File: src/rtl/icache_pkg.sv
// -------------------
// Geometry, address fields, entry types and FSM states of the
// instruction cache. Each RTL module imports what it needs.
// -------------------
package icache_pkg;

    localparam int ICACHE_N_WAY = 2;
    localparam int ICACHE_N_SET = 16;

    localparam int ADDR_W   = 32;
    localparam int OFFSET_W = 4;                        // 16-byte lines.
    localparam int INDEX_W  = 4;
    localparam int TAG_W    = ADDR_W - INDEX_W - OFFSET_W;
    localparam int LINE_W   = 128;
    localparam int WORD_W   = 32;
    localparam int NC_BIT   = 31;                       // Set means non-cacheable.
    localparam int CNT_W    = 16;

    typedef logic [TAG_W-1:0]  tag_entry_t;
    typedef logic [LINE_W-1:0] line_entry_t;

    typedef enum logic [2:0] {
        READ   = 3'd1,
        MISS   = 3'd2,
        REPLAY = 3'd3,
        KILL   = 3'd4,
        FLUSH  = 3'd5
    } ictrl_state_t;

    // Register addresses of the configuration block
    localparam logic [1:0] CSR_CTRL     = 2'd0;
    localparam logic [1:0] CSR_STATUS   = 2'd1;
    localparam logic [1:0] CSR_MISS_CNT = 2'd2;
    localparam logic [1:0] CSR_KILL_CNT = 2'd3;

endpackage

File: src/rtl/icache_way_ram.sv
// -------------------
// Storage for one cache way, one entry per set. Read data is
// registered. The entry type selects tag or line payload.
// -------------------
module icache_way_ram #(
    parameter type entry_t = icache_pkg::tag_entry_t
) (
    input  logic                           clk_i,
    input  logic                           rd_en_i,
    input  logic                           wr_en_i,
    input  logic [icache_pkg::INDEX_W-1:0] index_i,
    input  entry_t                         wdata_i,
    output entry_t                         rdata_o
);
    import icache_pkg::*;

    entry_t mem_q [ICACHE_N_SET];

    always_ff @(posedge clk_i) begin
        if (wr_en_i) begin
            mem_q[index_i] <= wdata_i;
        end
        if (rd_en_i) begin
            rdata_o <= mem_q[index_i];                  // Ready in the compare stage.
        end
    end

endmodule

File: config.mk
export PLATFORM = sky130hd
export DESIGN_NAME = icache_way_ram
export DESIGN_NICKNAME = d
export VERILOG_FILES = /design/src/rtl/icache_pkg.sv /design/src/rtl/icache_way_ram.sv
export SDC_FILE = /design/constraint.sdc
export NUM_CORES = 1
export LEC_CHECK = 0
export BUFFER_PORTS_ARGS = -buffer_cell sky130_fd_sc_hd__buf_2
export CORE_MARGIN = 5
export CORE_UTILIZATION = 35
export DETAILED_ROUTE_END_ITERATION = 16
export PLACE_DENSITY = 0.52
export REMOVE_ABC_BUFFERS = 1
export SYNTH_ARGS = -nofsm -noshare
export SYNTH_HDL_FRONTEND = slang
export SYNTH_SLANG_ARGS = --single-unit
File: constraint.sdc
create_clock -name clk_i -period 4.1 [get_ports clk_i]
set_clock_uncertainty 0.2 [all_clocks]
set_input_delay 0.41 -clock clk_i [delete_from_list [all_inputs] [get_ports clk_i]]
set_output_delay 0.41 -clock clk_i [all_outputs]
set_load 0.02 [all_outputs]
---- Word-level counts from Yosys, hierarchy flattened ----
Memory sizes are Yosys's and may differ from the RTL's. A register that Yosys moved wholly into a read port is not among the register bits.
Cells that the tools add are included.
Widths: inputs -> output; s select.
word-level totals
  register bits ........................... 0
  latch bits .............................. 0
  bits in writable memories ............... 384
  ROM bits ................................ 0
  bits of input ports ..................... 31
  output and inout bits ................... 24
  logic and storage cells ................. 3
  memories kept ........................... 1
operators by class
  add/subtract/negate cells ............... 0
  multipliers ............................. 0
  div/mod/pow operators ................... 0
  order comparisons ....................... 0
  equal/unequal tests ..................... 0
  shifts and indexed selects .............. 0
  multiplexer cells ....................... 2
  bitwise logic cells ..................... 0
  reduce and logical (&&, ||, !) cells .... 0
memories
  memory  words  bits a word  rd ports  clocked after memory_dff  wr ports  line                  RTL
  mem_q   16     24           1         1                         1         icache_way_ram.sv:17  entry_t mem_q [ICACHE_N_SET];
operator list
  kind    count
  $mux 1  2

---- Logic depth before layout (Yosys ltp) ----
  depth in word-level cells ............... 2
  gate-level depth with buffers ........... 6
  gate-level depth less buffers ........... 3

---- Worst setup path after synthesis ----
Ideal clock, no wire load.
  path kind ............................... input to register
  start ................................... input index_i[2] in the netlist's numbering
  end ..................................... memory mem_q[0][0] in the netlist's numbering (enable)
  library setup time ...................... 435 ps
  arrival time ............................ 2,592 ps
  required time ........................... 3,465 ps
  setup slack ............................. 873 ps
  cell stages on the path ................. 2
  buffers on the path ..................... 0
  cell sequence ........................... or3b_2 > nor3_1
RTL lines
  item                line                  RTL
  start: declaration  icache_way_ram.sv:11  input logic [icache_pkg::INDEX_W-1:0] index_i,
  end: declaration    icache_way_ram.sv:17
No word-level cell before the write port.

---- Worst setup path in the final report ----
  start ................................... input index_i[0] in the netlist's numbering
  end ..................................... memory mem_q[1][2] in the netlist's numbering (enable)
No word-level cell before the write port.

==> out/qor.csv <==
stage,metric,value,unit
outcome,status,"complete, no violations",
clock_network,CTS tree,done,
clock_network,Worst-Skew Late Latency,0.53,ns
synth,yosys warns,0,
synth,"top cells by area, synth","edfxtp_1, mux4_2, a22oi_1",
drt,drt wl/cell,25.7,um
clock_network,"Hold-fix buffers, CTS",0,
place,Port Buffers,54,
drt,Routed Antenna Nets,0,
final_layout,"Area growth, synth to finish",15.4,%
synth,Synth async-reset ratio,0,%
worst_setup_path,crit path DAT,2.34,ns
sta,post-route minimum period,2.36,ns
floorplanning,die height,218,um
synth,post-synth cell types,18,
drt,Vias,6876,
worst_setup_path,worst path required time,4.08,ns
clock_network,Clock Path Buffers,3,
sta,RSZ-0062 raised after global routing,false,
place,post-detail-place hpwl,18800,um
flow_run,maxcap violations,0,
synth,"EDFF count, synth",408,
place,placed cell count,1269,
final_layout,Final Util,40.8,%
global_route,Total GRT Usage,14.5,%
global_route,number of global-route vias before repair,7439,
worst_setup_path,crit path kind,in2reg,
drt,drt first pass iters,5,
global_route,grt ovf,0,
synth,Synth top area share,80.6,%
clock_network,clk root buf,clkbuf_16,
synth,Main synth FF type,edfxtp_1,
min_path,Min-Delay Path Class,in2reg,
worst_setup_path,r2r startpoint,mem_q[3][22],
clock_network,Resized cells post-CTS,0,
sta,Final Cycle Share,57.6,%
global_route,largest net degree at the start of global routing,60,
final_layout,fill count,3800,
floorplanning,Top Ports,55,
worst_setup_path,Worst R2R End,rdata_o[22],
drt,DRC errors left,0,
power_and_ir_drop,pwr dens,488,nW/um^2
synth,"count leader, synth",edfxtp_1,
min_path,HP Start,wdata_i[10],
place,RePlAce Congestion,0.709,
sta,Final Max Tran Viols,0,
synth,Synth Cell Area,15200,um^2
synth,Mapped Avg Cell Area,23.9,um^2
global_route,initial antenna violation count,2,
clock_network,Clock H-tree levels,2,
synth,post-synth top area cell,edfxtp_1,
global_route,first-pass GRT wire length,51000,um
synth,"flops & latches, synth",408,
drt,via/cell ratio,5.14,
synth,Post-Synthesis Cells,637,
drt,initial DRC count,642,
clock_network,post-CTS setup buffers,0,
worst_setup_path,Worst R2R Setup Slack,2.41,ns
floorplanning,die width,218,um
floorplanning,num rows,76,
worst_setup_path,crit-path max FO,57,
synth,most common library cells after synthesis,"edfxtp_1, mux4_2, a22oi_1, nand2_1, clkbuf_1",
worst_setup_path,Critical Path Source,index_i[0],
sta,Total Negative Setup Slacks,0,ns
sta,fmax,424,MHz
clock_network,clk slew on worst S/H paths,0.06,ns
final_layout,share of cells above drive strength 1,32.9,%
clock_network,Num CTS Buffers,40,
place,pre-CTS WS,1.13,ns
drt,WL final,34400,um
final_layout,nets@finish,757,
sta,slew margin rel.,32.6,%
power_and_ir_drop,worst vdd ir,0.202,mV
clock_network,TritonCTS Sinks,408,
worst_setup_path,Reg2Reg Depth,3,
worst_setup_path,crit path launch type,input port,
worst_setup_path,CP endpoint kind,flop,
power_and_ir_drop,PnR Total Power,0.00855,W
final_layout,Finished Layout Cells,1339,
sta,Final Hold Viols,0,
power_and_ir_drop,Static Leak,5.52,nW
worst_setup_path,critical path endpoint,mem_q[1][2],
synth,sequential share of the synthesized area,80.6,%
floorplanning,DIE AREA,47700,um^2
floorplanning,Core ar.,43000,um^2
sta,Setup WS post-layout,1.74,ns
final_layout,diodes inserted,0,
sta,slew of the pin with the lowest slew margin,1.01,ns
floorplanning,initial core utilization,35.4,%
sta,Final Setup Violations,0,
==> flip-flops by register name, indices dropped and copies added, names as in the netlist <==
register  count
mem_q       384
rdata_o      24
==> metrics by stage <==
| stage | cell area [um^2] | hold WS, ns |
|---|---|---|
| 2_1_floorplan | 15000 | 0.309 |
| 3_3_place_gp | 16300 | 0.532 |
| 3_5_place_dp | 16300 | 0.532 |
| 4_1_cts | 17500 | 0.0202 |
| 5_1_grt | 17500 | 0.0429 |
| 6_report | 17500 | 0.0516 |
==> layout make-up <==
type	count	area (um^2)	area share (%)
well taps	585	732	4.18
flip-flops and latches	408	12300	69.9
clock buffers	49	1060	6.02
multi-input cells	195	2800	16.0
clock inverters	21	144	0.821
repair buffers	81	544	3.10
==> kinds of logic (layout without fill, tap and decap cells) <==
group	count (synthesis)	in the layout	share of synthesized area (%)
buffers and inverters	34	151	1.31
muxes	96	96	14.2
and+or+nand+nor	51	51	1.47
AOI/OAI and AO/OA	48	48	2.37
DFF	408	408	80.6
==> power by group <==
part / switching [W] / internal (W)
sequential: 0.0000254 / 0.00470
clock: 0.00144 / 0.00195
combinational: 0.000267 / 0.000164
==> per-layer routing <==
metal,vias to the layer above,global-route usage (%),wire length [um]
met5,-,0,13
met4,2,3.79,718
met3,58,2.37,1740
met2,193,24.8,17400
met1,3725,19.6,14500
li1,2898,-,-
==> layout by cell type (no fill, tap or decap) <==
| cell | Yosys | layout |
|---|---|---|
| nand3b_1 | 2 | 2 |
| edfxtp_1 | 408 | 408 |
| buf_12 | 0 | 5 |
| clkbuf_1 | 16 | 8 |
| nand2_1 | 25 | 25 |
| a22oi_1 | 48 | 48 |
| nand2b_1 | 2 | 2 |
| nand3_1 | 1 | 1 |
| or3b_2 | 1 | 1 |
| nor2_2 | 0 | 13 |
| buf_4 | 1 | 23 |
| nor2b_2 | 0 | 2 |
| bufinv_16 | 0 | 2 |
| buf_2 | 6 | 52 |
| clkinvlp_4 | 0 | 1 |
| clkbuf_16 | 0 | 41 |
| buf_6 | 5 | 1 |
| and2_1 | 1 | 1 |
| clkinv_2 | 0 | 7 |
| nor3_2 | 0 | 4 |
| clkinv_1 | 0 | 11 |
| mux4_2 | 96 | 96 |
==> worst max-delay path: stages <==
cell and delay (ns):
buf_6 0.56, nand2b_1 0.29, nor2_2 0.56, buf_4 0.42
==> worst min-delay path by stage <==
stage | end | slack (ns) | cells after the start
global route | mem_q[15][12] | 0.04 | 1
CTS | mem_q[11][10] | 0.02 | 1
floorplan | mem_q[0][0] | 0.31 | 0
global placement | rdata_o[7] | 0.53 | 3
finish | mem_q[11][10] | 0.05 | 1
detailed placement | rdata_o[7] | 0.53 | 3
Power figures use the tool's default switching activity.
