$ cat src/rtl/icache_pkg.sv
// -------------------
// Geometry, address fields, entry types and FSM states of the
// instruction cache. Each RTL module imports what it needs.
// -------------------
package icache_pkg;

    localparam int ICACHE_N_WAY = 2;
    localparam int ICACHE_N_SET = 16;

    localparam int ADDR_W   = 32;
    localparam int OFFSET_W = 4;                        // 16-byte lines.
    localparam int INDEX_W  = 4;
    localparam int TAG_W    = ADDR_W - INDEX_W - OFFSET_W;
    localparam int LINE_W   = 128;
    localparam int WORD_W   = 32;
    localparam int NC_BIT   = 31;                       // Set means non-cacheable.
    localparam int CNT_W    = 16;

    typedef logic [TAG_W-1:0]  tag_entry_t;
    typedef logic [LINE_W-1:0] line_entry_t;

    typedef enum logic [2:0] {
        READ   = 3'd1,
        MISS   = 3'd2,
        REPLAY = 3'd3,
        KILL   = 3'd4,
        FLUSH  = 3'd5
    } ictrl_state_t;

    // Register addresses of the configuration block
    localparam logic [1:0] CSR_CTRL     = 2'd0;
    localparam logic [1:0] CSR_STATUS   = 2'd1;
    localparam logic [1:0] CSR_MISS_CNT = 2'd2;
    localparam logic [1:0] CSR_KILL_CNT = 2'd3;

endpackage

$ cat src/rtl/icache_csr.sv
// -------------------
// Configuration registers: cache enable, flush command and
// status, and the saturating PMU miss and kill-miss counters.
// -------------------
module icache_csr (
    input  logic                          clk_i,
    input  logic                          rstn_i,
    input  logic                          cfg_we_i,
    input  logic [1:0]                    cfg_addr_i,
    input  logic [icache_pkg::WORD_W-1:0] cfg_wdata_i,
    output logic [icache_pkg::WORD_W-1:0] cfg_rdata_o,
    input  logic                          miss_i,
    input  logic                          miss_kill_i,
    input  logic                          flush_en_i,
    output logic                          cache_enable_o,
    output logic                          flush_req_o
);
    import icache_pkg::*;

    logic             enable_q;
    logic             flush_req_q;
    logic [CNT_W-1:0] cnt_q [2];                        // Miss, then kill-miss.
    logic [1:0]       cnt_inc;
    logic [1:0]       cnt_clr;

    assign cnt_inc = {miss_kill_i, miss_i};
    assign cnt_clr = {cfg_we_i && (cfg_addr_i == CSR_KILL_CNT),
                      cfg_we_i && (cfg_addr_i == CSR_MISS_CNT)};

    always_ff @(posedge clk_i or negedge rstn_i) begin
        if (!rstn_i) begin
            enable_q    <= 1'b0;
            flush_req_q <= 1'b0;
            cnt_q       <= '{default: '0};
        end else begin
            if (cfg_we_i && (cfg_addr_i == CSR_CTRL)) begin
                enable_q <= cfg_wdata_i[0];
            end
            if (cfg_we_i && (cfg_addr_i == CSR_CTRL) && cfg_wdata_i[1]) begin
                flush_req_q <= 1'b1;
            end else if (flush_en_i) begin
                flush_req_q <= 1'b0;                    // Controller took it.
            end
            for (int i = 0; i < 2; i++) begin
                if (cnt_clr[i]) begin
                    cnt_q[i] <= '0;
                end else if (cnt_inc[i] && (cnt_q[i] != '1)) begin
                    cnt_q[i] <= cnt_q[i] + 1'b1;
                end
            end
        end
    end

    always_comb begin
        case (cfg_addr_i)
            CSR_CTRL:     cfg_rdata_o = WORD_W'(enable_q);     // Flush bit reads 0.
            CSR_STATUS:   cfg_rdata_o = WORD_W'(flush_req_q || flush_en_i);
            CSR_MISS_CNT: cfg_rdata_o = WORD_W'(cnt_q[0]);
            default:      cfg_rdata_o = WORD_W'(cnt_q[1]);
        endcase
    end

    assign cache_enable_o = enable_q;
    assign flush_req_o    = flush_req_q;

endmodule

$ cat config.mk
export PLATFORM = sky130hd
export DESIGN_NAME = icache_csr
export DESIGN_NICKNAME = d
export VERILOG_FILES = /design/src/rtl/icache_pkg.sv /design/src/rtl/icache_csr.sv
export SDC_FILE = /design/constraint.sdc
export NUM_CORES = 1
export LEC_CHECK = 0
export ABC_CLOCK_PERIOD_IN_PS = 2400
export BUFFER_PORTS_ARGS = -buffer_cell sky130_fd_sc_hd__buf_2
export CORE_UTILIZATION = 32
export CTS_CLUSTER_SIZE = 30
export DETAILED_ROUTE_END_ITERATION = 8
export SLEW_MARGIN = 20
export SYNTH_ARGS = -nofsm -noshare
export SYNTH_HDL_FRONTEND = slang
export SYNTH_SLANG_ARGS = --single-unit
$ cat constraint.sdc
create_clock -name clk_i -period 2.4 [get_ports clk_i]
set_input_delay 0.24 -clock clk_i [delete_from_list [all_inputs] [get_ports clk_i]]
set_output_delay 0.24 -clock clk_i [all_outputs]
set_load 0.02 [all_outputs]
[Word level (Yosys, flattened, before mapping)]
Cells that the tools add are included.
Storage, ports and cells
  flip-flop bits (word level): 34
  input bits: 40
  output and inout port bits: 34
  word-level logic and storage cells: 29
Cells by class
  $add $sub $neg: 2
  equality and inequality tests: 5
  multiplexer cells: 7
  reduce and logical (&&, ||, !) cells: 11
Operators with widths (number)
  $mux 16: 4
  $pmux 16 s3: 1
  $add 16x1->16 const B: 2
  $ne 16x16->1 const B: 2
  $logic_and 1x1->1: 6
  $reduce_bool 2->1: 3
  $eq 2x2->1 const B: 2
  $eq 2x1->1 const B: 1
  $logic_not 2->1: 1
  $mux 1: 2
  $logic_or 1x1->1: 1

[Depth between registers and ports, before layout]
  word-level depth: 4
  gate-level depth with buffers: 6
  mapped depth without buffers: 5

[Worst setup path after synthesis]
Ideal clock, no wire load.
  path kind: reg-to-reg
  start: reg cnt_q[0] (netlist name)
  end: reg cnt_q[12] (netlist name)
  setup time: 0.078 ns
  arrival time: 1.681 ns
  required time: 2.322 ns
  path slack: 0.642 ns
  cell stages (with the launch flop): 6
  path buffers: 0
  clock period less this slack: 1.758 ns
  path through: dfrtp_1 > ha_1 > nand3_1 > or3_4 > or4_1 > a21oi_1
Between the ends
  cells in the longest elaborated chain, start to end: 3
  elaborated cells on any way between the ends: 6
  classes of those cells: 1 x add/sub; 1 x eq/ne; 2 x mux; 2 x reduce/logical
RTL lines
  start: declaration: RTL line icache_csr.sv:22  | logic [CNT_W-1:0] cnt_q [2];
  start signal: indexed assignment: RTL line icache_csr.sv:48  | cnt_q[i] <= cnt_q[i] + 1'b1;
  $add 16x1->16 or $ne 16x16->1 (tied branches): RTL line icache_csr.sv:48, icache_csr.sv:47
  $mux 16 or $logic_and 1x1->1 (tied branches): RTL line icache_csr.sv:47  | end else if (cnt_inc[i] && (cnt_q[i] != '1)) begin
  $mux 16 or $reduce_bool 2->1 (tied branches)
Several ways; a longest one is shown, not always the timed one. The select of a mux whose other input is x is not followed.
A chain may end at the register's enable or synchronous reset.

[Worst setup path after layout]
Ends and elaborated chain as after synthesis.

==> summary.txt <==
Placed design
  – Routability cong.: about 0.8
  – Dpl ws: 453 ps
  – PortBufs: 27
  – HPWL Detailed: roughly 3900 µm

Timing
  – Endpoints failing hold: 0
  – Fin Hold WS: 35.0 ps
  – RSZ-0062 raised after global routing: no
  – Setup violators final: 0
  – Final worst setup slack: 440 ps
  – Max_slew headroom: 47.5%
  – Clk_skew: 5.03 ps
  – Fin. max-slew vios: 0
  – F_max: 510 MHz
  – Tmin final: 1960 ps
  – Period utilisation layout: just over 80%
  – Final setup TNS: 0 ps
  – Least-Margin Pin Slew: 788 ps

Clock network
  – Clock tree sinks: 34
  – Max Buffers Root-to-Sink: 2
  – CTS H-tree lvls: 2
  – Worst skew pair latency: 280 ps
  – CTS Hold Bufs: 0
  – CTS resizes: 0
  – CTS buffer count: 5
  – Worst-path clk slew: 70 ps
  – CTS tree: built
  – Post-CTS setup buffer count: 0
  – Clk root buf: clkbuf_8

Global routing
  – Initial antenna violation count: 0
  – Gr ovfl total: 0
  – First-pass GRT wire length: approximately 9000 µm
  – Largest net degree at the start of global routing: 35
  – Vias in the first global route: about 1900
  – Total GRT Usage: 15.1%

Yosys
  – YS warnings: 0
  – Mapped Cells: roughly 270
  – Count of different cell masters after synthesis: 43
  – Synth area leader: dfrtp_1
  – Post-synth top area share: between 30 and 40%
  – Syn Std Cell Area: 2390 µm²
  – Post-synth ARST share: 100%
  – Top_reg_cell synth: dfrtp_1
  – Post-synth EDFFs: 0
  – Sequential fraction of the synthesis area: 35.6%
  – Mean Syn Cell Area: 8.75 µm²
  – Largest cells by area after synthesis: dfrtp_1, mux2i_1, buf_4
  – Seq cells post-synth: 34

Critical path
  – Critical setup path kind: reg2reg
  – Critical Path RT: 2610 ps
  – CP Data Arrival Time: 2170 ps
  – Worst-path fanout max: 5
  – Worst setup SP type: flip-flop
  – Crit path capture type: flip-flop
  – Reg2reg path depth: 5

Routing
  – First-pass iteration count of the detailed router: 4
  – Antenna viol nets, final: 0
  – Total Wirelength: 5410 µm
  – Average wire per standard cell: 13.6 µm
  – DRT iter0 DRCs: 71
  – DR DRC count: 0
  – Via density: ~5.2
  – Vias: between 2000 and 2500

Flow run
  – Max Cap Viol: 0

Layout
  – Antenna diodes: 0
  – # nets final: 341
  – Layout cells sized above 1: 14.7%
  – Area grow syn2layout: 11.0%

Worst hold path
  – Worst hold path class: in2async

Pwr
  – PD cells: 550 nW/µm²
  – Leak Pwr: approximately 1.2 nW
  – Design Power: 0.00146 W
  – Max VDD drop: between 0.15 and 0.2 mV

Floorplan
  – Die ar.: between 7000 and 8000 µm²
  – Core area: between 7000 and 8000 µm²
  – Die width: 88.4 µm
  – Ports: 74
  – FP Rows: 31
  – Initial Util: around a third
  – Die H: 88.4 µm

Status
  – Status: completed
[synthesized netlist by cell type, types with 2 or more instances]
master / count
o21ai_1: 3
clkbuf_1: 8
nand2_1: 32
mux2i_1: 27
o41ai_1: 3
or4_1: 4
buf_4: 16
nor2b_1: 15
buf_2: 4
nand4_1: 8
or3_1: 5
nor2_1: 5
a21boi_0: 2
o31ai_1: 2
nand2b_1: 13
a21oi_1: 18
and3_1: 6
a211oi_1: 7
nand3_1: 13
nor3b_1: 2
dfrtp_1: 34
ha_1: 2
o311ai_0: 3
nor3_1: 8
inv_1: 4
o21ai_0: 10
a2111o_1: 3
[kinds of logic after synthesis]
group | Yosys count | share of synthesized area (%)
simple gates | 118 | 27.2
fa+ha+maj | 2 | 1.05
other cells | 1 | 0.157
flops | 34 | 35.6
mux | 29 | 12.7
buf+inv | 33 | 7.91
compound gates | 56 | 15.3
[final timing paths]
| check | start | to | slack (ps) |
|---|---|---|---|
| worst max-delay path | cnt_q[0] | cnt_q[12] | 440 |
| worst min-delay path | rstn_i | cnt_q[4] | 30 |
| worst max register to register | cnt_q[0] | cnt_q[12] | 440 |
| worst min register to register | flush_req_o | flush_req_o | 540 |
| max in group asynchronous | rstn_i | cnt_q[30] | 1860 |
| min in group clk_i | flush_en_i | flush_req_o | 160 |
[layout make-up]
class	count	area, µm²
multi-input combinational	221	1410
tap	99	124
timing repair buffer	33	180
inverter	4	15.0
sequential	34	851
clock buffer	7	76.3
fill	751	4600
[worst max-delay path, cell delays in order (launching register included)]
cell,delay (ps)
dfrtp_1,430
ha_1,270
nand3_1,180
or3_4,390
or4_1,470
a21oi_1,140
[routing by layer]
layer	vias to the layer above	wire length (µm)	track usage, %
li1	1024	-	-
met1	999	2400	18.4
met5	-	0	0
met2	34	2760	26.6
met3	6	199	3.64
met4	0	50	4.25
[flip-flops by register name, summed over array words and instances (netlist names)]
name / count
cnt_q: 32
cache_enable_o: 1
flush_req_o: 1
[cells in the final DEF, fill, tap and decap left out, types with 5 or more instances in the layout]
master	synthesis	routed
nand2b_1	13	13
nand2_1	32	32
nand3_1	13	13
conb_1	1	16
o21ai_0	10	10
and3_1	6	6
a21oi_1	18	18
nand4_1	8	8
nor2_1	5	5
buf_4	16	6
buf_2	4	27
mux2i_1	27	27
nor2b_1	15	15
or3_1	5	5
a211oi_1	7	7
nor3_1	8	8
dfrtp_1	34	34
clkbuf_8	0	5
[where the power goes]
group	switching (W)	internal (W)	leakage [nW]	total [W]
Clock	0.000200	0.000200	0.0383	0.000399
Combinational	0.000184	0.000127	0.651	0.000311
Sequential	0.000108	0.000641	0.462	0.000749
Total	0.000492	0.000968	1.15	0.00146
[through the flow]
step	cell area (µm²)	std cells	util, %
finish	2650	398	36.6
global route	2650	398	36.6
CTS	2650	398	36.6
detailed placement	2580	391	35.5
global placement	2580	391	35.5
floorplan	2450	288	-
Note: power is estimated with default switching activity, not from simulation.
