[src/rtl/icache_pkg.sv]
// -------------------
// Geometry, address fields, entry types and FSM states of the
// instruction cache. Each RTL module imports what it needs.
// -------------------
package icache_pkg;

    localparam int ICACHE_N_WAY = 2;
    localparam int ICACHE_N_SET = 16;

    localparam int ADDR_W   = 32;
    localparam int OFFSET_W = 4;                        // 16-byte lines.
    localparam int INDEX_W  = 4;
    localparam int TAG_W    = ADDR_W - INDEX_W - OFFSET_W;
    localparam int LINE_W   = 128;
    localparam int WORD_W   = 32;
    localparam int NC_BIT   = 31;                       // Set means non-cacheable.
    localparam int CNT_W    = 16;

    typedef logic [TAG_W-1:0]  tag_entry_t;
    typedef logic [LINE_W-1:0] line_entry_t;

    typedef enum logic [2:0] {
        READ   = 3'd1,
        MISS   = 3'd2,
        REPLAY = 3'd3,
        KILL   = 3'd4,
        FLUSH  = 3'd5
    } ictrl_state_t;

    // Register addresses of the configuration block
    localparam logic [1:0] CSR_CTRL     = 2'd0;
    localparam logic [1:0] CSR_STATUS   = 2'd1;
    localparam logic [1:0] CSR_MISS_CNT = 2'd2;
    localparam logic [1:0] CSR_KILL_CNT = 2'd3;

endpackage

[src/rtl/icache_ctrl.sv]
// -------------------
// Cache controller FSM. Decides hit, miss, kill, replay and
// flush, and drives the datapath enables and core strobes.
// -------------------
module icache_ctrl (
    input  logic                                clk_i,
    input  logic                                rstn_i,
    input  logic                                cache_enable_i,
    input  logic                                paddr_is_nc_i,
    input  logic                                flush_i,
    input  logic                                flush_done_i,
    input  logic                                req_pending_i,
    input  logic [icache_pkg::ICACHE_N_WAY-1:0] cline_hit_i,
    input  logic                                ireq_kill_i,
    input  logic                                ifill_resp_valid_i,
    output logic                                cmp_enable_o,
    output logic                                cache_wr_ena_o,
    output logic                                fill_capture_o,
    output logic                                replay_valid_o,
    output logic                                flush_en_o,
    output logic                                iresp_ready_o,
    output logic                                iresp_valid_o,
    output logic                                ifill_req_valid_o,
    output logic                                miss_o,
    output logic                                miss_kill_o
);
    import icache_pkg::*;

    ictrl_state_t state_q;
    ictrl_state_t state_d;
    logic         is_hit;
    logic         new_miss;

    assign is_hit   = |cline_hit_i;
    assign new_miss = req_pending_i && !is_hit && !ireq_kill_i;

    always_ff @(posedge clk_i or negedge rstn_i) begin
        if (!rstn_i) begin
            state_q <= READ;
        end else begin
            state_q <= state_d;
        end
    end

    always_comb begin
        state_d           = state_q;
        cmp_enable_o      = 1'b0;
        cache_wr_ena_o    = 1'b0;
        fill_capture_o    = 1'b0;
        replay_valid_o    = 1'b0;
        flush_en_o        = 1'b0;
        iresp_ready_o     = 1'b0;
        iresp_valid_o     = 1'b0;
        ifill_req_valid_o = 1'b0;
        miss_o            = 1'b0;
        miss_kill_o       = 1'b0;
        case (state_q)
            READ: begin
                cmp_enable_o      = cache_enable_i;
                iresp_valid_o     = req_pending_i && is_hit && !ireq_kill_i;
                ifill_req_valid_o = new_miss;
                miss_o            = new_miss;                  // One pulse per miss.
                iresp_ready_o     = !flush_i && !new_miss;
                if (new_miss) begin
                    state_d = MISS;
                end else if (flush_i && !req_pending_i) begin
                    state_d = FLUSH;                           // Nothing left in flight.
                end
            end
            MISS: begin
                // Line is captured in the arrival cycle and installed if cacheable
                fill_capture_o = ifill_resp_valid_i;
                cache_wr_ena_o = ifill_resp_valid_i && !ireq_kill_i && cache_enable_i
                                 && !paddr_is_nc_i;
                miss_kill_o    = ireq_kill_i;
                if (ireq_kill_i) begin
                    state_d = ifill_resp_valid_i ? READ : KILL;
                end else if (ifill_resp_valid_i) begin
                    state_d = REPLAY;
                end
            end
            REPLAY: begin
                replay_valid_o = 1'b1;                         // Word from fill buffer.
                iresp_valid_o  = 1'b1;
                state_d        = READ;
            end
            KILL: begin
                if (ifill_resp_valid_i) begin
                    state_d = READ;                            // Fill data is dropped.
                end
            end
            FLUSH: begin
                flush_en_o = 1'b1;
                if (flush_done_i) begin
                    state_d = READ;
                end
            end
            default: begin
                state_d = READ;
            end
        endcase
    end

endmodule

[config.mk]
export PLATFORM = sky130hd
export DESIGN_NAME = icache_ctrl
export DESIGN_NICKNAME = d
export VERILOG_FILES = /design/src/rtl/icache_pkg.sv /design/src/rtl/icache_ctrl.sv
export SDC_FILE = /design/constraint.sdc
export NUM_CORES = 1
export LEC_CHECK = 0
export BUFFER_PORTS_ARGS = -buffer_cell sky130_fd_sc_hd__buf_2
export CAP_MARGIN = 5
export CORE_AREA = 2 2 39 41
export DETAILED_ROUTE_END_ITERATION = 10
export DIE_AREA = 0 0 41 43
export MAX_ROUTING_LAYER = met4
export SYNTH_ARGS = -nofsm -noshare
export SYNTH_HDL_FRONTEND = slang
export SYNTH_SLANG_ARGS = --single-unit
export TNS_END_PERCENT = 1
[constraint.sdc]
create_clock -name clk_i -period 1.4 [get_ports clk_i]
set_input_delay 0.28 -clock clk_i [delete_from_list [all_inputs] [get_ports clk_i]]
set_output_delay 0.28 -clock clk_i [all_outputs]
set_load 0.01 [all_outputs]
== After elaboration in Yosys (flattened, before gate mapping) ==
Index checks and enable logic that the tools add are counted.

* Flip-flop bits (word level): 3
* Bits of input ports: 11
* Logic and storage cells: 44
* Output and inout port bits: 10

* Multiplexer cells: 17
* Reductions and logical operators: 17
* Equal/unequal tests: 9

{| class="wikitable"
|+ Operator list
! cell !! count
|-
| $mux W3 || 7
|-
| $pmux W3 S4 || 1
|-
| $logic_and A1 B1 Y1 || 9
|-
| $mux W1 || 8
|-
| $eq A3 B2 Y1 const B || 2
|-
| $eq A3 B3 Y1 const B || 2
|-
| $logic_not A1 Y1 || 6
|-
| $ne A3 B3 Y1 const B || 2
|-
| $ne A2 B2 Y1 const B || 2
|-
| $reduce_and A4 Y1 || 1
|-
| $eq A3 B1 Y1 const B || 1
|-
| $pmux W1 S2 || 1
|-
| $reduce_or A2 Y1 || 1
|}

== Logic depth before layout (Yosys ltp) ==
* Depth in word-level cells: 7
* Depth in mapped cells: 4
* Gate-level depth less buffers: 4

== Worst setup path before layout ==
Ideal clock, no wire load.

* Path kind: in2out
* Start point: input port cline_hit_i[1] (netlist name)
* End point: output port miss_o
* Cell stages on the path: 3
* Data required time: 1.120 ns
* Buffers on the path: 1
* Setup slack: -0.163 ns
* Arrival time: 1.283 ns
* Path through: or4b_4 > nor3_2 > buf_4

* Longest elaborated chain between the ends: 5

{| class="wikitable"
|+ RTL lines
! item !! line !! text
|-
| from (decl) || icache_ctrl.sv:13 || <nowiki>input logic [icache_pkg::ICACHE_N_WAY-1:0] cline_hit_i,</nowiki>
|-
| $reduce_or A2 Y1 || icache_ctrl.sv:34 || <nowiki>assign is_hit = |cline_hit_i;</nowiki>
|-
| $logic_not A1 Y1 || icache_ctrl.sv:35 || <nowiki>assign new_miss = req_pending_i && !is_hit && !ireq_kill_i;</nowiki>
|-
| $logic_and A1 B1 Y1 (2 in series) || icache_ctrl.sv:35 ||
|-
| $mux W1 || - ||
|-
| to (decl) || icache_ctrl.sv:24 || <nowiki>output logic miss_o,</nowiki>
|}

No other way between the ends.

== Worst setup path after layout ==
* Start point: register state_q[0]
* End point: output port ifill_req_valid_o

* Longest elaborated chain between the ends: 2

{| class="wikitable"
|+ RTL lines
! item !! line !! text
|-
| from (decl) || icache_ctrl.sv:29 || <nowiki>ictrl_state_t state_q;</nowiki>
|-
| from (signal assigned) || icache_ctrl.sv:41 || <nowiki>state_q <= state_d;</nowiki>
|-
| $eq A3 B1 Y1 || icache_ctrl.sv:57 || <nowiki>case (state_q)</nowiki>
|-
| $mux W1 || icache_ctrl.sv:57 ||
|-
| to (decl) || icache_ctrl.sv:23 || <nowiki>output logic ifill_req_valid_o,</nowiki>
|}

No other way between the ends.

==> impl_metrics.toml <==
[cells_and_area]
drive_gt1_share_pct = 60.9
top_register = "state_q"
final_nets = 81
largest_register_ffs = 3
largest_registers = "state_q: 3 flops"
diodes = 0
syn_to_final_growth_pct = 90.7
stdcell_count = 85

[worst_setup_path]
cp_top_family = "flip-flops"
cpPeakStageDelay_ps = 560
crit_chain = "or2b_4, nor3_4, buf_2"
critPathSlowestCell = "dfstp_2"
critical_path_arrival_ps = 1450
critPathBufInv = 1
critPathLaunchType = "register"
path_class = "register to output pin"
end_kind = "output pin"
critPathMaxFanout = 6
cp.required_ps = 1120

[cts]
clk_path_buf_depth = 2
cts_tree = "built"
path_clk_slew_ps = 40
clock_latency_ps = 230
cts-root-buf = "clkbuf_4"
h-tree-depth = 1
cts_buffers = 3
post_cts_buffers = 0
cts_sinks = 3

[status]
status = "finished with violations"
violations = "negative setup slack"

[logic_synthesis]
synth.avg_cell_area_sq_um = 8.04
yosys_warnings = 0
syn_area_sq_um = 282
netlist_instances = 35
mappedNetlistNets = 46
ys_seq_area_share_pct = 27.1
yosys.cell_types.count = 26
synth-seq-cells = 3

[timing]
setup_viol = 11
min_period_ps = 1730
fmax_mhz = 579
period_share_pct = 123
skew_ps = 2.63
worstMarginPinSlew_ps = 179
hold_viol = 0
layout_setup_ws_ps = -327
whs_ps = 381
maxSlewHeadroom_pct = 87.9
slew_viol_final = 0
rsz0062_at_grt = "true"

[grt]
grt_usage_pct = 11.4
overflow = 0
antenna_found_initial = 0
grt_pass1_wl_microns = 1400
grt_pass1_vias = 371
grt_max_degree = 8

[die]
dieArea_sq_mm = 0.00176
io_pins = 21
initial_utilization_pct = 20.3
die_x_microns = 41
core_sq_mm = 0.00138
die_h_microns = 43
rows = 14

[placed_design]
dp_hpwl_microns = 717
gp_congestion = 0.717
io_buffers = 20
place_inst = 80
pre_cts_slack_ps = -151

[power]
sw_frac_of_total_pct = 34.6
intPower_mw = 0.434
power_frac_comb_pct = 54.9
p_per_area_mw_per_mm2 = 1240
pwr-share-clk_pct = 22.5
seqPwrFrac_pct = 22.6
peakVddDrop_v = 0.000439
p_switching_mw = 0.229
leakagePower_nw = 0.276

[detailed_routing]
vias = 384
dr_wl_met3_microns = 58
drtIter0Drc = 1
dr.max_layer_used = "met3"
ant_nets = 0
finalWirelength_microns = 861
wl_per_cell_microns = 10.1
drc_errors = 0
wl_met2_microns = 412
wl_met1_microns = 390
vias_per_cell = 4.52
firstDrtPassIters = 2

[flow_run]
cap_violations = 0

[worst_hold_path]
min_path_type = "input pin to async pin"
==> path summary, 6_finish.rpt <==
| check | from | endpoint | slack [ps] | depth (start not counted) |
|---|---|---|---|---|
| max | state_q[0] | ifill_req_valid_o | -330 | 3 |
| min | rstn_i | state_q[1] | 380 | 2 |
| max reg2reg | state_q[2] | state_q[2] | -70 | 4 |
| min reg2reg | state_q[0] | state_q[0] | 600 | 2 |
| max in group asynchronous | rstn_i | state_q[0] | 830 | 2 |
| min in group clk_i | flush_done_i | state_q[2] | 400 | 4 |
==> kinds of logic (layout without fill, tap and decap cells) <==
family	after synthesis	count (layout)	share of synthesized area, %
buffers and inverters	2	36	4.00
AOI/OAI and AO/OA	7	7	15.1
DFF	3	3	27.1
and+or+nand+nor	22	22	50.2
muxes	1	1	3.56
==> stage by stage <==
stage                     setup TNS (ps)  area, sq um  utilization (%)  power (mW)
after global placement              -498          475             34.4       0.460
after floorplan                     -150          292                -       0.282
final                              -2090          537             38.8       0.664
after CTS                          -2200          537             38.8       0.672
after global routing               -2830          537             38.8       0.708
after detailed placement            -618          475             34.4       0.467
==> per-layer routing <==
| layer | GRT usage [%] | vias to the layer above |
|---|---|---|
| met4 | 4.00 | 0 |
| li1 | - | 193 |
| met3 | 0 | 0 |
| met5 | - | - |
| met2 | 18.8 | 16 |
| met1 | 14.3 | 175 |
==> cells in the final DEF (no fill, tap or decap), types with 2 or more instances in the layout <==
| cell | count |
|---|---|
| a21oi_1 | 2 |
| and2_1 | 3 |
| buf_2 | 19 |
| buf_6 | 2 |
| clkbuf_4 | 3 |
| nor2_1 | 3 |
| nand3_1 | 2 |
| nand2b_1 | 3 |
| buf_4 | 9 |
==> final cells by class <==
type	count	area [sq um]
Sequential cell	3	77.6
Multi-Input combinational cell	30	214
Clock buffer	4	26.3
Tap cell	16	20.0
Fill cell	155	847
Inverter	1	3.75
Timing Repair Buffer	31	195
==> power groups by stage <==
stage	combinational [mW]	sequential (mW)	clock, mW
after global placement	0.323	0.137	0
final	0.364	0.150	0.150
after global routing	0.399	0.153	0.156
after detailed placement	0.325	0.142	0
after CTS	0.371	0.149	0.152
after floorplan	0.149	0.134	0
==> cells in the mapped netlist <==
cell | number | area, sq um
a21boi_0 | 1 | 7.51
a21oi_1 | 2 | 10.0
a31oi_1 | 1 | 6.26
and2_1 | 3 | 18.8
and3_1 | 1 | 6.26
and3_2 | 1 | 7.51
buf_4 | 1 | 7.51
dfrtp_1 | 2 | 50.1
dfstp_2 | 1 | 26.3
inv_1 | 1 | 3.75
mux2i_1 | 1 | 10.0
nand2_1 | 1 | 3.75
nand2b_1 | 3 | 18.8
nand3_1 | 2 | 10.0
nor2_1 | 3 | 11.3
nor2b_1 | 1 | 6.26
nor3_1 | 1 | 5.00
nor3_2 | 1 | 10.0
nor3b_1 | 1 | 7.51
o21ai_0 | 1 | 5.00
o21bai_1 | 1 | 7.51
o22ai_1 | 1 | 6.26
or2b_1 | 1 | 7.51
or3_1 | 1 | 6.26
or3b_1 | 1 | 8.76
or4b_4 | 1 | 13.8
==> repair_timing <==
item / CTS / global route
hold endpoints to repair: 2 / 0
resized for setup: 7 / 0
endpoints found under the setup margin: 11 / 11
hold buffers: 1 / 0
pin swaps: 1 / 0
==> worst register-to-register path, cell delays in order (launching register included) <==
cell     delay, ps
dfrtp_2        450
or3b_1         380
or3_1          310
a21oi_1        140
a31oi_1         60
No activity file was read; power rests on OpenSTA's default activity.
