[src/rtl/icache_pkg.sv]
// -------------------
// Geometry, address fields, entry types and FSM states of the
// instruction cache. Each RTL module imports what it needs.
// -------------------
package icache_pkg;

    localparam int ICACHE_N_WAY = 2;
    localparam int ICACHE_N_SET = 16;

    localparam int ADDR_W   = 32;
    localparam int OFFSET_W = 4;                        // 16-byte lines.
    localparam int INDEX_W  = 4;
    localparam int TAG_W    = ADDR_W - INDEX_W - OFFSET_W;
    localparam int LINE_W   = 128;
    localparam int WORD_W   = 32;
    localparam int NC_BIT   = 31;                       // Set means non-cacheable.
    localparam int CNT_W    = 16;

    typedef logic [TAG_W-1:0]  tag_entry_t;
    typedef logic [LINE_W-1:0] line_entry_t;

    typedef enum logic [2:0] {
        READ   = 3'd1,
        MISS   = 3'd2,
        REPLAY = 3'd3,
        KILL   = 3'd4,
        FLUSH  = 3'd5
    } ictrl_state_t;

    // Register addresses of the configuration block
    localparam logic [1:0] CSR_CTRL     = 2'd0;
    localparam logic [1:0] CSR_STATUS   = 2'd1;
    localparam logic [1:0] CSR_MISS_CNT = 2'd2;
    localparam logic [1:0] CSR_KILL_CNT = 2'd3;

endpackage

[src/rtl/icache_lookup.sv]
// -------------------
// Lookup datapath: request register, valid bits, tag compare,
// round-robin victims, flush sweep, fill buffer and word select.
// Steered by icache_ctrl.
// -------------------
module icache_lookup (
    input  logic                                clk_i,
    input  logic                                rstn_i,
    input  logic                                ireq_valid_i,
    input  logic [icache_pkg::ADDR_W-1:0]       ireq_addr_i,
    input  logic                                cache_enable_i,
    input  logic                                cmp_enable_i,
    input  logic                                cache_wr_ena_i,
    input  logic                                fill_capture_i,
    input  logic                                replay_valid_i,
    input  logic                                flush_en_i,
    input  logic [icache_pkg::LINE_W-1:0]       ifill_resp_data_i,
    input  icache_pkg::tag_entry_t              tag_rdata_i [icache_pkg::ICACHE_N_WAY],
    input  icache_pkg::line_entry_t             line_rdata_i [icache_pkg::ICACHE_N_WAY],
    output logic                                ram_rd_en_o,
    output logic [icache_pkg::ICACHE_N_WAY-1:0] ram_wr_en_o,
    output logic [icache_pkg::INDEX_W-1:0]      ram_index_o,
    output icache_pkg::tag_entry_t              tag_wdata_o,
    output icache_pkg::line_entry_t             line_wdata_o,
    output logic                                req_pending_o,
    output logic [icache_pkg::ICACHE_N_WAY-1:0] cline_hit_o,
    output logic                                paddr_is_nc_o,
    output logic                                flush_done_o,
    output logic [icache_pkg::ADDR_W-1:0]       ifill_addr_o,
    output logic [icache_pkg::WORD_W-1:0]       iresp_data_o
);
    import icache_pkg::*;

    logic [ADDR_W-1:0]       addr_q;
    logic                    req_q;
    logic [INDEX_W-1:0]      idx_q;
    tag_entry_t              tag_q;
    logic [ICACHE_N_WAY-1:0] valid_q [ICACHE_N_SET];
    logic [ICACHE_N_SET-1:0] victim_q;               // Next way to replace, per set.
    logic [INDEX_W-1:0]      flush_cnt_q;
    line_entry_t             fill_buf_q;
    line_entry_t             sel_line;

    assign idx_q = addr_q[OFFSET_W +: INDEX_W];
    assign tag_q = addr_q[ADDR_W-1 -: TAG_W];

    always_ff @(posedge clk_i or negedge rstn_i) begin
        if (!rstn_i) begin
            req_q <= 1'b0;
        end else begin
            req_q <= ireq_valid_i;                      // Compare stage lasts one cycle.
        end
    end

    // Address is held through MISS and REPLAY
    always_ff @(posedge clk_i) begin
        if (ireq_valid_i) begin
            addr_q <= ireq_addr_i;
        end
        if (fill_capture_i) begin
            fill_buf_q <= ifill_resp_data_i;
        end
    end

    always_ff @(posedge clk_i or negedge rstn_i) begin
        if (!rstn_i) begin
            valid_q     <= '{default: '0};
            victim_q    <= '0;
            flush_cnt_q <= '0;
        end else if (flush_en_i) begin
            valid_q[flush_cnt_q]  <= '0;                // One set per cycle.
            victim_q[flush_cnt_q] <= 1'b0;
            flush_cnt_q           <= flush_cnt_q + 1'b1;
        end else if (cache_wr_ena_i) begin
            valid_q[idx_q][victim_q[idx_q]] <= 1'b1;
            victim_q[idx_q]                 <= ~victim_q[idx_q];
        end
    end

    assign flush_done_o = flush_en_i && (flush_cnt_q == INDEX_W'(ICACHE_N_SET - 1));

    assign ram_rd_en_o  = ireq_valid_i;
    assign ram_index_o  = flush_en_i     ? flush_cnt_q :
                          cache_wr_ena_i ? idx_q       :
                                           ireq_addr_i[OFFSET_W +: INDEX_W];
    assign tag_wdata_o  = flush_en_i ? '0 : tag_q;      // Sweep also scrubs the tags.
    assign line_wdata_o = ifill_resp_data_i;

    always_comb begin
        for (int w = 0; w < ICACHE_N_WAY; w++) begin
            ram_wr_en_o[w] = flush_en_i || (cache_wr_ena_i && (victim_q[idx_q] == 1'(w)));
        end
    end

    assign req_pending_o = req_q;
    assign paddr_is_nc_o = addr_q[NC_BIT];
    assign ifill_addr_o  = {addr_q[ADDR_W-1:OFFSET_W], {OFFSET_W{1'b0}}};

    // Hit vector and response line source
    always_comb begin
        sel_line = line_rdata_i[0];
        for (int w = 0; w < ICACHE_N_WAY; w++) begin
            cline_hit_o[w] = req_q && cmp_enable_i && cache_enable_i && !paddr_is_nc_o
                             && valid_q[idx_q][w] && (tag_rdata_i[w] == tag_q);
            if (cline_hit_o[w]) begin
                sel_line = line_rdata_i[w];
            end
        end
        if (replay_valid_i) begin
            sel_line = fill_buf_q;                      // Word comes from the fill.
        end
    end

    assign iresp_data_o = sel_line[addr_q[3:2]*WORD_W +: WORD_W];

endmodule

[config.mk]
export PLATFORM = sky130hd
export DESIGN_NAME = icache_lookup
export DESIGN_NICKNAME = d
export VERILOG_FILES = /design/src/rtl/icache_pkg.sv /design/src/rtl/icache_lookup.sv
export SDC_FILE = /design/constraint.sdc
export NUM_CORES = 1
export LEC_CHECK = 0
export BUFFER_PORTS_ARGS = -buffer_cell sky130_fd_sc_hd__buf_2
export CORE_AREA = 2 2 272 274
export CTS_BUF_LIST = sky130_fd_sc_hd__clkbuf_4 sky130_fd_sc_hd__clkbuf_8
export DETAILED_ROUTE_END_ITERATION = 7
export DIE_AREA = 0 0 274 276
export MAX_ROUTING_LAYER = met4
export PLACE_DENSITY = 0.43
export SLEW_MARGIN = 20
export SYNTH_ARGS = -nofsm -noshare
export SYNTH_HDL_FRONTEND = slang
export SYNTH_SLANG_ARGS = --single-unit
[constraint.sdc]
create_clock -name clk_i -period 5.25 [get_ports clk_i]
set_input_delay 0.525 -clock clk_i [delete_from_list [all_inputs] [get_ports clk_i]]
set_output_delay 0.525 -clock clk_i [all_outputs]
set_load 0.05 [all_outputs]
### Word-level counts from Yosys, hierarchy flattened

Index checks and enable logic that the tools add are counted.

* shifts and indexed selects: 1
* $lt $le $gt $ge: 10
* divide/modulo/power cells: 0
* add/sub/neg operators: 1
* multipliers: 0
* bitwise logic cells: 8
* muxes and demuxes: 25
* equal/unequal tests: 3
* reduce and logical (&&, ||, !) cells: 19

Operators by type and width (count)
* 128-bit 2-to-1 mux: 2
* 128-bit by 8-bit indexed part select with 32-bit output: 1
* 32-bit 2-to-1 mux: 2
* 24-bit == test: 2
* 32-bit bitwise AND: 1
* 16-bit 2-to-1 mux: 2
* 32-bit NOT: 1
* 32-bit bitwise OR: 1
* 24-bit 2-to-1 mux: 1
* 16-bit bitwise AND: 1
* 16-bit bitwise mux: 1
* 2-bit demux with 4-bit select: 2
* 16-bit NOT: 1
* 1-bit logical AND: 15
* 5-bit >= comparator (second input constant): 2
* 4-bit by 5-bit < comparator with 1-bit output (second input constant): 2
* 5-bit by 1-bit < comparator with 1-bit output (second input constant): 2
* 4-bit NOT with 5-bit output: 2
* 2-bit binary-select mux with 4-bit select: 1
* 1-bit demux with 4-bit select: 2
* 4-bit by 1-bit >= comparator with 1-bit output (second input constant): 2
* 2-bit 2-to-1 mux: 4
* 4-bit 2-to-1 mux: 2
* 4-bit by 1-bit adder with 4-bit output (second input constant): 1
* 10 further kinds: 14

* bits in registers: 213
* ROM bits: 0
* bits in latches: 0
* word-level logic and storage cells: 88
* memories kept: 0
* output and inout port bits: 228
* bits in writable memories: 0
* bits of input ports: 473

### Depth between registers and ports, before layout

* depth after elaboration: 11
* mapped depth: 10
* gate-level depth less buffers: 7

### Least setup slack after synthesis

OpenSTA, ideal clock, no wires.

* kind: register to output
* start: reg addr_q[31]
* end: out iresp_data_o[14] (netlist name)
* path buffers: 2
* slack: 1228 ps
* cell stages (with the launch flop): 9
* data arrival time: 3497 ps
* data required time: 4725 ps
* cell sequence: edfxtp_1 nand4b_1 nor4_2 nand4_4 nor3_4 buf_2 buf_4 a211oi_1 o311ai_1

* word-level cells in the longest chain between the ends: 7
* elaborated cells between the ends (all ways): 8
* classes of those cells: eq/ne: 1; shift: 1; mux: 2; reduce/logical: 4

Ends and longest elaborated chain
* start: declaration: RTL line icache_lookup.sv:34 `logic [ADDR_W-1:0] addr_q;`
* start signal: assignment: RTL line icache_lookup.sv:58 `addr_q <= ireq_addr_i;`
* branches (longest 3 deep; another with 24-bit == test)
* 1-bit logical AND (*): RTL line icache_lookup.sv:104 `&& valid_q[idx_q][w] && (tag_rdata_i[w] == tag_q);`
* 128-bit 2-to-1 mux (*): RTL line icache_lookup.sv:105 `if (cline_hit_o[w]) begin`
* 128-bit 2-to-1 mux (*): RTL line icache_lookup.sv:109 `if (replay_valid_i) begin`
* 128-bit by 8-bit indexed part select with 32-bit output (*): RTL line icache_lookup.sv:114 `assign iresp_data_o = sel_line[addr_q[3:2]*WORD_W +: WORD_W];`
* end: declaration: RTL line icache_lookup.sv:30 `output logic [icache_pkg::WORD_W-1:0] iresp_data_o`

Every way passes the cells marked *.

### Worst setup path after layout

* start: reg addr_q[4]
* end: out iresp_data_o[22] (netlist name)

* word-level cells in the longest chain between the ends: 9

Ends and longest elaborated chain (RTL line)
* 4-bit NOT with 5-bit output (not written as such): icache_lookup.sv:104
* 2-bit binary-select mux with 4-bit select: icache_lookup.sv:104
* 2-bit 2-to-1 mux (2 in a row)
* 1-bit logical AND (2 in a row): icache_lookup.sv:104
* 128-bit 2-to-1 mux: icache_lookup.sv:105
* 128-bit 2-to-1 mux: icache_lookup.sv:109
* 128-bit by 8-bit indexed part select with 32-bit output: icache_lookup.sv:114

Every way passes these cells. The select of a mux whose other input is x is not followed.

==> results.ini <==
[outcome]
result_of_the_run = finished, final reports clean

[die]
vert_die_dim_um = 276
area_of_the_core_region_um2 = 72600
dieArea_um2 = 75600
die_w_um = 274
placement_rows = 99
top_level_port_count = 701
initial_utilization = 0.186

[timing]
timing.final.max_slew_violations = 0
timing.final.ws_setup_ns = 0.434
finalHoldViolCount = 0
setup_tns_final_ns = 0
skew_ns = 0.0118
slew_headroom = 0.305
timing.final.setup_violations = 0
rsz0062_at_grt = no
worst_pin_slew_ns = 1.04
fin_crit_sh = 0.917
shortest_period_the_worst_path_allows_ns = 4.82
achievable_clock_frequency_mhz = 208

[cells_and_area]
finish.cell_count_without_fillers = 2855
area.growth.synth_to_final_pct = 31.5
final_core_util = 0.245
post_route_cells_drive_above_1_share = 0.458
layout.filler_cells = 7960
multi_input_area_um2 = 5510
layout.area.seq_um2 = 6070
nNetsFinal = 2337

[worst_setup_path]
worst_setup_path_end_kind = output pin
required_ns = 4.72
worst_path_cell_with_the_longest_stage_delay = edfxtp_1
worst_ep_arrival_time_ns = 4.29
path_max_fanout = 24
crit_top_cell = buf_4
timing.reg2reg.setup_slack_ns = 1.92
critPathCapture = iresp_data_o[22]
critical_path.reg2reg.endpoint = valid_q[5]
launch_point_of_the_worst_reg_to_reg_path = addr_q[4]
timing.critical_path.slowest_cell_delay_ns = 0.87
cp-start-kind = register
startpoint = addr_q[4]
ff2ff_path_depth = 7
timing.setup.critical_path_class = reg2out
worstPathCellList = mux4_2 -> nand3b_1 -> and4_1 -> buf_4 -> nor3_4 -> buf_4 -> o211ai_1 -> a31oi_1 -> a32oi_1 -> buf_2

[power]
design_power_total_mw = 5.89
cellPowerDensity_nw_per_um2 = 332
switching_share = 0.377
power.leakage_nw = 7.71
ir_drop_mv = 0.182
power.internal_mw = 3.67
power.share.combinational = 0.301
netSwitchingPower_mw = 2.22
pwr-share-seq = 0.386
pwr-share-clk = 0.313

[global_routing]
grt_max_degree = 93
vias_in_the_first_global_route = 12701
globalRouteTotalUtil = 0.151
globalRouteOverflowTotal = 0
grt_pass1_wl_mm = 83.1
initial_antenna_violation_count = 7

[run]
max_cap_violations = 0

[synthesis]
syn_area_per_cell_um2 = 10.0
post-synth-top-area-cell = edfxtp_1
synthesis.instances = 1347
netlist.area_leader.share = 0.351
ffs_latches_synth = 211
ys.flop_type = edfxtp_1
asyncSetResetFlopFracSynth = 0.251
netlist-cell-type-count = 53
synth_top_cells_by_area = edfxtp_1, dfrtp_1, buf_4, o21ai_0, mux2_2
ys_seq_area_frac = 0.449
post_synthesis_instance_area_um2 = 13500
number_of_enable_type_register_cells_in_the_synthesized_netlist = 158
warning_count_from_the_yosys_run = 0

[placement]
weighted_congestion_reported_at_the_end_of_routability_driven_placement = 0.915
placed_cells = 2772
place_ws_ns = 1.03
place.port_buffers = 694
dp.final_hpwl_mm = 44.6

[clock_network]
cts.root.buffer_cell = clkbuf_8
insertion_delay_ns = 0.62
cts.clk_slew.worst_paths_ns = 0.06
clockBufferDepth = 3
h-tree-depth = 2
cts_tree = built
cts_buffers = 44
cts_num_sinks = 211

[worst_hold_path]
min_path_cells = 1
hold_path.class = in2reg

[detailed_routing]
drt_iter0_markers = 883
remaining_antenna_violation_count_after_routing = 0
drc = 0
post_drt_wl_per_cell_um = 20.4
viasPerCell = 4.33
via_count = 12361
routed_wl_mm = 58.3
first_pass_iters = 5

==> through the flow <==
step                      cell area [um^2]  hold WS, ns
after floorplan                      13500        0.229
after global placement               16800        0.459
after detailed placement             16800        0.469
after CTS                            17800      0.00543
after global routing                 17800      0.00884
final                                17800       0.0744
==> power groups by stage <==
stage / Combinational, mW / Sequential [mW] / Clock (mW)
after detailed placement: 1.79 / 2.30 / 0
after floorplan: 1.28 / 2.20 / 0
final: 1.77 / 2.28 / 1.85
after CTS: 1.79 / 2.27 / 1.94
after global placement: 1.77 / 2.30 / 0
after global routing: 1.92 / 2.31 / 2.00
==> worst min path at each step <==
stage,startpoint,to,slack [ns]
global route,ireq_addr_i[11],addr_q[11],0.009
finish,ireq_addr_i[16],addr_q[16],0.07
global placement,valid_q[2],valid_q[2],0.46
CTS,ifill_resp_data_i[11],fill_buf_q[11],0.005
detailed placement,valid_q[3],valid_q[3],0.47
floorplan,rstn_i,flush_cnt_q[0],0.23
==> metal layers <==
| metal | wire [um] | track usage |
|---|---|---|
| met1 | 24200 | 0.182 |
| met2 | 28100 | 0.248 |
| met3 | 3830 | 0.0275 |
| met4 | 2100 | 0.0603 |
| met5 | 0 | - |
==> state kept, by name (all words and copies together) (netlist names) <==
name and flops:
req_pending_o 1, valid_q 32, flush_cnt_q 4, addr_q 30, fill_buf_q 128, victim_q 16
==> kinds of logic (layout without fill, tap and decap cells) <==
family | Yosys count | count (layout) | synth area share
adders and majority gates | 4 | 4 | 0.00370
muxes | 95 | 95 | 0.0876
other | 1 | 8 | 0.000278
and+or+nand+nor | 284 | 284 | 0.115
xor gates and xnor gates | 49 | 49 | 0.0318
DFF | 211 | 211 | 0.449
buffers and inverters | 343 | 885 | 0.145
AOI/OAI and AO/OA | 360 | 360 | 0.168
==> cell usage after synthesis, types with 36 or more instances <==
library cell / instances
a21o_1: 36
a21oi_1: 60
a31oi_1: 39
buf_4: 165
clkbuf_1: 75
dfrtp_1: 53
edfxtp_1: 158
inv_1: 82
mux2_2: 46
nand2_1: 56
nand4_1: 48
nor2_1: 51
nor2b_1: 42
o21ai_0: 111
==> critical path, delay by kind of cell, from the launching register on <==
kind | cells | cell delay [ns]
flops | 1 | 0.87
compound gates | 3 | 0.83
buf+inv | 3 | 0.81
mux | 1 | 0.59
simple gates | 3 | 0.53
==> area by class of cell <==
class                      instances  area share
antenna                            4    0.000563
clock buffer                      61      0.0420
clock inverter                    17     0.00887
inverter                          83      0.0177
multi-input combinational        796       0.310
sequential                       211       0.342
tap                              959      0.0675
timing repair buffer             724       0.212
==> cells in the final DEF, fill, tap and decap left out, types with 36 or more instances in the layout <==
master    Yosys  layout
nand4_1      48      48
clkbuf_8      0      46
o21ai_0     111     111
dfrtp_1      53      53
nor2b_1      42      42
nand2_1      56      56
a21o_1       36      36
a21oi_1      60      60
nor2_1       51      51
inv_1        82      82
mux2_2       46      46
a31oi_1      39      39
edfxtp_1    158     158
buf_2        12     692
==> what timing repair did <==
action	CTS	global route
setup buffers	0	0
gates resized for setup	0	0
endpoints found under the hold margin	4	0
hold buffers	1	0
endpoints found under the setup margin	0	0
Note: power is estimated with default switching activity, not from simulation.
